## src/include/ex_consts.svh

```systemverilog
// Width and size constants for the fixed-latency execute stage
`ifndef EX_CONSTS_SVH
`define EX_CONSTS_SVH

// Datapath and address width
`define EX_XLEN 32

// Scoreboard transaction ID width
`define EX_TRANS_ID_BITS 3

// CSR address and ASID widths
`define EX_CSR_ADDR_BITS 12
`define EX_ASID_BITS 9

// Operator encoding width
`define EX_OP_BITS 5

// Instruction sizes in bytes, compressed and normal
`define EX_INSTR_BYTES_C 2
`define EX_INSTR_BYTES 4

`endif

```

## src/rtl/ex_pkg.sv

```systemverilog
// Shared word, ID, address and operator types of the execute stage
`include "ex_consts.svh"

package ex_pkg;

    // Widths with a meaning
    typedef logic [`EX_XLEN-1:0]          xlen_t;
    typedef logic [`EX_TRANS_ID_BITS-1:0] trans_id_t;
    typedef logic [`EX_CSR_ADDR_BITS-1:0] csr_addr_t;
    typedef logic [`EX_ASID_BITS-1:0]     asid_t;

    // Operators decoded by all fixed-latency units
    typedef enum logic [`EX_OP_BITS-1:0] {
        ADD,
        SUB,
        ANDL,
        ORL,
        XORL,
        SLL,
        SRL,
        SRA,
        SLTS,
        SLTU,
        EQ,
        NE,
        LTS,
        GES,
        LTU,
        GEU,
        JALR,
        BRANCH_NONE,
        CSR_RW,
        MUL,
        SFENCE_VMA
    } fu_op_e;

    // Single-entry CSR buffer occupancy
    typedef enum logic {
        CSR_EMPTY,
        CSR_FULL
    } csr_state_e;

endpackage

```

## src/rtl/fu_data_if.sv

```systemverilog
// Issued operation bundle shared by the fixed-latency units
interface fu_data_if;

    ex_pkg::fu_op_e    operator;
    ex_pkg::xlen_t     operand_a;
    ex_pkg::xlen_t     operand_b;
    ex_pkg::xlen_t     imm;
    ex_pkg::trans_id_t trans_id;

    // Issue side drives the operation
    modport issuer (output operator, output operand_a, output operand_b,
                    output imm, output trans_id);

    // Functional units only observe it
    modport unit (input operator, input operand_a, input operand_b,
                  input imm, input trans_id);

endinterface

```

## src/rtl/alu.sv

```systemverilog
// Combinational ALU with arithmetic, logic, shift, set-less-than and branch compares
`include "ex_consts.svh"

module alu (
    fu_data_if.unit        fu_i,
    input  logic           valid_i,
    output ex_pkg::xlen_t  result_o,
    output logic           branch_taken_o
);

    localparam int unsigned SHAMT_BITS = $clog2(`EX_XLEN);

    logic [SHAMT_BITS-1:0] shamt;
    logic                  less_signed;
    logic                  less_unsigned;
    logic                  equal;

    assign shamt         = fu_i.operand_b[SHAMT_BITS-1:0];
    assign less_signed   = $signed(fu_i.operand_a) < $signed(fu_i.operand_b);
    assign less_unsigned = fu_i.operand_a < fu_i.operand_b;
    assign equal         = fu_i.operand_a == fu_i.operand_b;

    // ----------------------------------------------------------------------
    // Result path
    // ----------------------------------------------------------------------
    always_comb begin
        // Adder is the default result
        result_o = fu_i.operand_a + fu_i.operand_b;
        case (fu_i.operator)
            ex_pkg::SUB:  result_o = fu_i.operand_a - fu_i.operand_b;
            ex_pkg::ANDL: result_o = fu_i.operand_a & fu_i.operand_b;
            ex_pkg::ORL:  result_o = fu_i.operand_a | fu_i.operand_b;
            ex_pkg::XORL: result_o = fu_i.operand_a ^ fu_i.operand_b;
            ex_pkg::SLL:  result_o = fu_i.operand_a << shamt;
            ex_pkg::SRL:  result_o = fu_i.operand_a >> shamt;
            ex_pkg::SRA:  result_o = ex_pkg::xlen_t'($signed(fu_i.operand_a) >>> shamt);
            ex_pkg::SLTS: result_o = ex_pkg::xlen_t'(less_signed);
            ex_pkg::SLTU: result_o = ex_pkg::xlen_t'(less_unsigned);
            default: ;
        endcase
    end

    // Branch condition, jumps are always taken
    always_comb begin
        case (fu_i.operator)
            ex_pkg::EQ:          branch_taken_o = equal;
            ex_pkg::NE:          branch_taken_o = !equal;
            ex_pkg::LTS:         branch_taken_o = less_signed;
            ex_pkg::GES:         branch_taken_o = !less_signed;
            ex_pkg::LTU:         branch_taken_o = less_unsigned;
            ex_pkg::GEU:         branch_taken_o = !less_unsigned;
            ex_pkg::JALR,
            ex_pkg::BRANCH_NONE: branch_taken_o = 1'b1;
            default:             branch_taken_o = 1'b0;
        endcase
    end

    // Issue logic must never route CSR, multiply or fence work here
    always_comb begin
        if (valid_i) begin
            assert final (fu_i.operator != ex_pkg::CSR_RW && fu_i.operator != ex_pkg::MUL
                          && fu_i.operator != ex_pkg::SFENCE_VMA)
                else $error("ALU issued with a non-ALU operator");
        end
    end

endmodule

```

## src/rtl/branch_unit.sv

```systemverilog
// Branch target, link address and prediction resolution
`include "ex_consts.svh"

module branch_unit (
    fu_data_if.unit        fu_i,
    input  ex_pkg::xlen_t  pc_i,
    input  logic           is_compressed_i,
    input  logic           branch_valid_i,
    input  logic           other_valid_i,
    input  logic           branch_taken_i,
    input  logic           branch_predict_valid_i,
    input  ex_pkg::xlen_t  branch_predict_target_i,
    output ex_pkg::xlen_t  link_o,
    output logic           resolve_branch_o,
    output ex_pkg::xlen_t  resolved_target_o,
    output logic           is_mispredict_o
);

    ex_pkg::xlen_t target;
    ex_pkg::xlen_t next_pc;

    // jalr is register relative with bit 0 dropped, all others PC relative
    always_comb begin
        if (fu_i.operator == ex_pkg::JALR) begin
            target = (fu_i.operand_a + fu_i.imm) & ~ex_pkg::xlen_t'(1);
        end else begin
            target = pc_i + fu_i.imm;
        end
    end

    assign link_o  = pc_i + (is_compressed_i ? ex_pkg::xlen_t'(`EX_INSTR_BYTES_C)
                                             : ex_pkg::xlen_t'(`EX_INSTR_BYTES));
    assign next_pc = branch_taken_i ? target : link_o;

    // ----------------------------------------------------------------------
    // Resolution against the frontend prediction
    // ----------------------------------------------------------------------
    always_comb begin
        resolve_branch_o  = 1'b0;
        resolved_target_o = next_pc;
        is_mispredict_o   = 1'b0;
        if (branch_valid_i) begin
            resolve_branch_o = 1'b1;
            is_mispredict_o  = (branch_predict_valid_i != branch_taken_i)
                             || (branch_predict_valid_i && branch_predict_target_i != next_pc);
        end else if (other_valid_i && branch_predict_valid_i) begin
            // Predicted taken on something that is not a branch
            resolve_branch_o  = 1'b1;
            resolved_target_o = link_o;
            is_mispredict_o   = 1'b1;
        end
    end

endmodule

```

## src/rtl/csr_buffer.sv

```systemverilog
// Single-entry CSR address buffer, held until commit
module csr_buffer (
    input  logic              clk_i,
    input  logic              rst_ni,
    input  logic              flush_i,
    fu_data_if.unit           fu_i,
    input  logic              csr_valid_i,
    input  logic              csr_commit_i,
    output logic              csr_ready_o,
    output ex_pkg::xlen_t     csr_result_o,
    output ex_pkg::csr_addr_t csr_addr_o,
    output logic              csr_addr_valid_o
);

    ex_pkg::csr_state_e state_q;
    ex_pkg::csr_addr_t  addr_q;

    always_ff @(posedge clk_i or negedge rst_ni) begin
        if (!rst_ni) begin
            state_q <= ex_pkg::CSR_EMPTY;
        end else if (flush_i || csr_commit_i) begin
            state_q <= ex_pkg::CSR_EMPTY;
        end else if (csr_valid_i) begin
            state_q <= ex_pkg::CSR_FULL;
        end
    end

    // Address sits in the immediate field
    always_ff @(posedge clk_i) begin
        if (csr_valid_i) begin
            addr_q <= ex_pkg::csr_addr_t'(fu_i.imm);
        end
    end

    assign csr_ready_o      = state_q == ex_pkg::CSR_EMPTY;
    assign csr_addr_valid_o = state_q == ex_pkg::CSR_FULL;
    assign csr_addr_o       = addr_q;
    // Write-back value is rs1, the CSR itself is read at commit
    assign csr_result_o     = fu_i.operand_a;

    // Issuer honours ready, commit only follows an issue
    assert property (@(posedge clk_i) disable iff (!rst_ni)
        csr_valid_i |-> state_q == ex_pkg::CSR_EMPTY)
        else $error("CSR issued while buffer full");
    assert property (@(posedge clk_i) disable iff (!rst_ni)
        csr_commit_i |-> state_q == ex_pkg::CSR_FULL)
        else $error("CSR commit while buffer empty");

endmodule

```

## src/rtl/ex_stage.sv

```systemverilog
// Fixed-latency execute stage top with write-back multiplexer and issue ready
module ex_stage (
    input  logic              clk_i,
    input  logic              rst_ni,
    input  logic              flush_i,
    input  ex_pkg::fu_op_e    operator_i,
    input  ex_pkg::xlen_t     operand_a_i,
    input  ex_pkg::xlen_t     operand_b_i,
    input  ex_pkg::xlen_t     imm_i,
    input  ex_pkg::trans_id_t trans_id_i,
    input  ex_pkg::xlen_t     pc_i,
    input  logic              is_compressed_i,
    input  logic              alu_valid_i,
    input  logic              branch_valid_i,
    input  logic              csr_valid_i,
    input  logic              mult_valid_i,
    input  logic              csr_commit_i,
    input  logic              branch_predict_valid_i,
    input  ex_pkg::xlen_t     branch_predict_target_i,
    input  ex_pkg::xlen_t     rs1_forwarding_i,
    input  ex_pkg::xlen_t     rs2_forwarding_i,
    output ex_pkg::xlen_t     flu_result_o,
    output ex_pkg::trans_id_t flu_trans_id_o,
    output logic              flu_valid_o,
    output logic              flu_ready_o,
    output logic              resolve_branch_o,
    output ex_pkg::xlen_t     resolved_target_o,
    output logic              is_mispredict_o,
    output ex_pkg::csr_addr_t csr_addr_o,
    output logic              csr_addr_valid_o,
    output logic              sfence_pending_o,
    output ex_pkg::xlen_t     flush_vaddr_o,
    output ex_pkg::asid_t     flush_asid_o
);

    ex_pkg::xlen_t     alu_result;
    logic              alu_taken;
    ex_pkg::xlen_t     branch_link;
    ex_pkg::xlen_t     csr_result;
    ex_pkg::xlen_t     mult_result;
    ex_pkg::trans_id_t mult_trans_id;
    logic              mult_valid;

    // Shared issue port
    fu_data_if fu_bus ();

    assign fu_bus.operator  = operator_i;
    assign fu_bus.operand_a = operand_a_i;
    assign fu_bus.operand_b = operand_b_i;
    assign fu_bus.imm       = imm_i;
    assign fu_bus.trans_id  = trans_id_i;

    // ----------------------------------------------------------------------
    // Functional units
    // ----------------------------------------------------------------------
    alu i_alu (
        .fu_i           (fu_bus.unit),
        .valid_i        (alu_valid_i | branch_valid_i),
        .result_o       (alu_result),
        .branch_taken_o (alu_taken)
    );

    branch_unit i_branch_unit (
        .fu_i                    (fu_bus.unit),
        .pc_i                    (pc_i),
        .is_compressed_i         (is_compressed_i),
        .branch_valid_i          (branch_valid_i),
        .other_valid_i           (alu_valid_i | csr_valid_i | mult_valid_i),
        .branch_taken_i          (alu_taken),
        .branch_predict_valid_i  (branch_predict_valid_i),
        .branch_predict_target_i (branch_predict_target_i),
        .link_o                  (branch_link),
        .resolve_branch_o        (resolve_branch_o),
        .resolved_target_o       (resolved_target_o),
        .is_mispredict_o         (is_mispredict_o)
    );

    csr_buffer i_csr_buffer (
        .clk_i            (clk_i),
        .rst_ni           (rst_ni),
        .flush_i          (flush_i),
        .fu_i             (fu_bus.unit),
        .csr_valid_i      (csr_valid_i),
        .csr_commit_i     (csr_commit_i),
        .csr_ready_o      (flu_ready_o),
        .csr_result_o     (csr_result),
        .csr_addr_o       (csr_addr_o),
        .csr_addr_valid_o (csr_addr_valid_o)
    );

    multiplier i_multiplier (
        .clk_i        (clk_i),
        .rst_ni       (rst_ni),
        .flush_i      (flush_i),
        .fu_i         (fu_bus.unit),
        .mult_valid_i (mult_valid_i),
        .mult_valid_o (mult_valid),
        .result_o     (mult_result),
        .trans_id_o   (mult_trans_id)
    );

    sfence_capture i_sfence_capture (
        .clk_i            (clk_i),
        .rst_ni           (rst_ni),
        .flush_i          (flush_i),
        .fu_i             (fu_bus.unit),
        .csr_valid_i      (csr_valid_i),
        .rs1_i            (rs1_forwarding_i),
        .rs2_i            (rs2_forwarding_i),
        .sfence_pending_o (sfence_pending_o),
        .flush_vaddr_o    (flush_vaddr_o),
        .flush_asid_o     (flush_asid_o)
    );

    // ----------------------------------------------------------------------
    // Write-back port
    // ----------------------------------------------------------------------
    assign flu_valid_o = alu_valid_i | branch_valid_i | csr_valid_i | mult_valid;

    // ALU first, then CSR, then multiplier, link address otherwise
    always_comb begin
        flu_result_o   = branch_link;
        flu_trans_id_o = trans_id_i;
        if (alu_valid_i) begin
            flu_result_o = alu_result;
        end else if (csr_valid_i) begin
            flu_result_o = csr_result;
        end else if (mult_valid) begin
            flu_result_o   = mult_result;
            flu_trans_id_o = mult_trans_id;
        end
    end

    // Slot after a multiply belongs to its result
    assert property (@(posedge clk_i) disable iff (!rst_ni)
        mult_valid_i |=> !(alu_valid_i || branch_valid_i || csr_valid_i))
        else $error("Issue collides with multiplier write-back");

endmodule

```

## src/rtl/multiplier.sv

```systemverilog
// One-cycle multiplier, low product word with its transaction ID
module multiplier (
    input  logic              clk_i,
    input  logic              rst_ni,
    input  logic              flush_i,
    fu_data_if.unit           fu_i,
    input  logic              mult_valid_i,
    output logic              mult_valid_o,
    output ex_pkg::xlen_t     result_o,
    output ex_pkg::trans_id_t trans_id_o
);

    ex_pkg::xlen_t     product;
    logic              valid_q;
    ex_pkg::xlen_t     result_q;
    ex_pkg::trans_id_t trans_id_q;

    // Only the low word is kept
    assign product = fu_i.operand_a * fu_i.operand_b;

    always_ff @(posedge clk_i or negedge rst_ni) begin
        if (!rst_ni) begin
            valid_q <= 1'b0;
        end else if (flush_i) begin
            valid_q <= 1'b0;
        end else begin
            valid_q <= mult_valid_i;
        end
    end

    always_ff @(posedge clk_i) begin
        if (mult_valid_i) begin
            result_q   <= product;
            trans_id_q <= fu_i.trans_id;
        end
    end

    assign mult_valid_o = valid_q;
    assign result_o     = result_q;
    assign trans_id_o   = trans_id_q;

    assert property (@(posedge clk_i) disable iff (!rst_ni)
        mult_valid_i |-> fu_i.operator == ex_pkg::MUL)
        else $error("Multiplier issued with a non-multiply operator");

endmodule

```

## src/rtl/sfence_capture.sv

```systemverilog
// Pending sfence.vma flag and its captured flush operands
module sfence_capture (
    input  logic          clk_i,
    input  logic          rst_ni,
    input  logic          flush_i,
    fu_data_if.unit       fu_i,
    input  logic          csr_valid_i,
    input  ex_pkg::xlen_t rs1_i,
    input  ex_pkg::xlen_t rs2_i,
    output logic          sfence_pending_o,
    output ex_pkg::xlen_t flush_vaddr_o,
    output ex_pkg::asid_t flush_asid_o
);

    logic          sfence_issue;
    logic          pending_q;
    ex_pkg::xlen_t vaddr_q;
    ex_pkg::asid_t asid_q;

    assign sfence_issue = csr_valid_i && fu_i.operator == ex_pkg::SFENCE_VMA;

    always_ff @(posedge clk_i or negedge rst_ni) begin
        if (!rst_ni) begin
            pending_q <= 1'b0;
        end else if (flush_i) begin
            pending_q <= 1'b0;
        end else if (sfence_issue) begin
            pending_q <= 1'b1;
        end
    end

    // Track the forwarded operands until a fence freezes them
    always_ff @(posedge clk_i) begin
        if (!pending_q && !sfence_issue) begin
            vaddr_q <= rs1_i;
            asid_q  <= ex_pkg::asid_t'(rs2_i);
        end
    end

    assign sfence_pending_o = pending_q;
    assign flush_vaddr_o    = vaddr_q;
    assign flush_asid_o     = asid_q;

endmodule

```

## config.mk

```make
export PLATFORM = sky130hd
export DESIGN_NAME = ex_stage
export DESIGN_NICKNAME = d
export VERILOG_FILES = /design/src/rtl/ex_pkg.sv /design/src/rtl/fu_data_if.sv /design/src/rtl/alu.sv /design/src/rtl/branch_unit.sv /design/src/rtl/csr_buffer.sv /design/src/rtl/ex_stage.sv /design/src/rtl/multiplier.sv /design/src/rtl/sfence_capture.sv
export VERILOG_INCLUDE_DIRS = /design/src /design/src/include
export SDC_FILE = /design/constraint.sdc
export NUM_CORES = 2
export LEC_CHECK = 0
export BUFFER_PORTS_ARGS = -buffer_cell sky130_fd_sc_hd__buf_4
export CORE_MARGIN = 2
export CORE_UTILIZATION = 38
export CTS_BUF_LIST = sky130_fd_sc_hd__clkbuf_4 sky130_fd_sc_hd__clkbuf_8
export DETAILED_ROUTE_END_ITERATION = 10
export PLACE_DENSITY_LB_ADDON = 0.05
export SYNTH_ARGS = -nofsm -noshare
export SYNTH_HDL_FRONTEND = slang
export SYNTH_SLANG_ARGS = --single-unit
```

## constraint.sdc

```tcl
create_clock -name clk_i -period 7.5 [get_ports clk_i]
set_input_delay 0.375 -clock clk_i [delete_from_list [all_inputs] [get_ports clk_i]]
set_output_delay 0.375 -clock clk_i [all_outputs]
set_load 0.02 [all_outputs]
```

==> metrics.txt <==
area of the core 0.0834 sq mm; critical path fanouts, max 9; RSZ-0062 raised after global routing no; Num CTS Buffers 9; dominant register cell in the synthesized netlist edfxtp_1; Layout Area Growth over Synthesis 16.0%; Root Buffer clkbuf_8; r2r setup slk 5860 ps; vias in the first global route 31100; Synth Area per Inst 7.84 sq um; Tightest Pin Transition 1240 ps; PortBufs 344; Yosys cell types 92; initial antenna violation count 6; post-synth top area share 25.9%; Clock transition at path regs 130 ps; setup violators final 0; Final WS setup 278 ps; crit path DAT 7440 ps; gr usage total 34.7%; initial DRC count 3190; total of max-cap violations 0; yosys warns 0; Seq cells post-synth 91; share of the yosys chip area belonging to registers 8.52%; Antenna Nets Post-Route 0; Routed WL 150000 um; Fmax 0.138 GHz; crit-path max cell delay 550 ps; Final Critical Period 7220 ps; layout cells sized above 1 14.7%; CP endpoint kind flip-flop; critical path type in2reg; H-tree Lvls 3; fin. max-slew vios 0; cells after synthesis 4070; Wirelength per Cell 27.3 um; Placer Congestion 1.03; Clk Latency, worst-skew pair 470 ps; final net count 5354; floorplan row count 106; Layout Skew 19.7 ps; fillers 8650; Chip Width 294 um; hpwl dp 126000 um; status finished clean; cell taking the most area after synthesis fa_1; TritonCTS Sinks 91; largest net degree at the start of global routing 58; Final Core Density 44.4%; drt drc 0; Final Hold Viols 0; mapped cell area 0.0319 sq mm; EDFF count, synth 88; die area 0.0863 sq mm; most frequent cells in the layout buf_4, inv_1, nor2_1, nand2_1, fa_1; worst rel slew slack 17.4%; Required @ worst endpoint 7720 ps; Post-CTS Setup Inserts 0; startpoint types input pin; slowest CP cell fa_1; maximum clock insertion buffer count 2; commonest non-fill, non-tap cell in the layout buf_4; via/cell ratio 5.78; I/O pin count 368; crit-path most repeated cell fa_1; Tcrit/Tclk final 96.3%; first-pass GRT wire length 217000 um; setup slack at placement -183 ps; first-pass iteration count of the detailed router 9; via count 31800; die outline height 294 um; initial core utilization 38.3%; syn_nets 5008; CTS tree built; ys async rst share 3.30%; synth top area cells fa_1, ha_1, edfxtp_1; HP Class in2reg; total gr overflow 0
==> metal layers <==
layer | GRT usage, % | share of wire (%) | vias to the layer above
li1 | - | - | 14200
met1 | 47.7 | 42 | 15700
met2 | 52.9 | 43 | 1624
met3 | 7.18 | 9.7 | 287
met4 | 14.1 | 4.8 | 2
met5 | 0 | 0.011 | -
==> kinds of logic (layout without fill, tap and decap cells) <==
family                     Yosys count  count (layout)  share of synthesized area, %
xor gates and xnor gates           205             205                          5.67
DFF                                 91              91                          8.52
muxes                              143             143                          4.74
and+or+nand+nor                   1279            1279                          17.5
adders and majority gates          696             696                          37.0
other                                0               2                             0
AOI/OAI and AO/OA                  852             852                          17.0
buffers and inverters              804            1155                          9.57
==> final cells by class <==
type	count	area (sq um)	share of cell area, %
antenna	2	5.00	0.0135
sequential	91	2720	7.34
inverter	564	2120	5.74
multi-input combinational	3175	26200	70.9
clock inverter	7	80.1	0.216
clock buffer	9	124	0.335
timing repair buffer	575	4370	11.8
tap	1080	1350	3.65
==> per-stage QoR <==
stage	hold slack, ps	std cells	setup TNS (ps)	instance area [sq um]
after floorplan	79.4	4070	0	32100
final	49.9	5503	0	37000
after detailed placement	182	5484	-619	36800
after CTS	13.2	5501	0	37000
after global placement	180	5484	-646	36800
after global routing	29.7	5503	0	37000
==> synth_stat cells, types with 27 or more instances <==
cell type	number
a211oi_1	55
a21o_1	31
a21oi_1	242
a31oi_1	27
and3_1	33
buf_1	38
clkbuf_1	185
edfxtp_1	88
fa_1	413
ha_1	283
inv_1	546
mux2i_1	132
nand2_1	457
nand2b_1	37
nand3_1	46
nor2_1	497
nor3_1	63
o211ai_1	38
o21ai_0	216
xnor2_1	141
xor2_1	63
==> flip-flops by register name, summed over array words and instances, names as in the netlist <==
register	count
i_multiplier.result_o	32
i_sfence_capture.flush_vaddr_o	32
i_csr_buffer.csr_addr_o	12
i_sfence_capture.flush_asid_o	9
i_multiplier.trans_id_o	3
i_csr_buffer.csr_addr_valid_o	1
i_multiplier.mult_valid_o	1
i_sfence_capture.sfence_pending_o	1
==> worst paths after layout <==
kind | start | endpoint | cells after the start
max in group asynchronous | rst_ni | i_sfence_capture.sfence_pending_o$_DFFE_PN0P_ | 2
min in group asynchronous | rst_ni | i_csr_buffer.csr_addr_valid_o$_DFFE_PN0P_ | 2
setup / recovery | operand_b_i[3] | i_multiplier.result_o[29]$_DFFE_PP_ | 26
setup reg to reg | i_sfence_capture.sfence_pending_o$_DFFE_PN0P_ | i_sfence_capture.flush_vaddr_o[9]$_DFFE_PP_ | 2
hold / removal | csr_commit_i | i_csr_buffer.csr_addr_valid_o$_DFFE_PN0P_ | 2
hold reg to reg | i_csr_buffer.csr_addr_valid_o$_DFFE_PN0P_ | i_csr_buffer.csr_addr_valid_o$_DFFE_PN0P_ | 2
==> repair_timing <==
| item | CTS | global route |
|---|---|---|
| endpoints found under the setup margin | 0 | 2 |
| resized for setup | 0 | 2 |
| endpoints found under the hold margin | 3 | 0 |
| hold buffers | 1 | 0 |
==> critical path: cells and delay by family <==
kind / cells / cell delay (ps)
AOI/OAI and AO/OA: 5 / 1080
buffers and inverters: 6 / 960
adders and majority gates: 9 / 3930
and+or+nand+nor: 6 / 1070
Power is not shown: default switching activity piles up to over one toggle a cycle in this logic, so the estimate is an artifact.
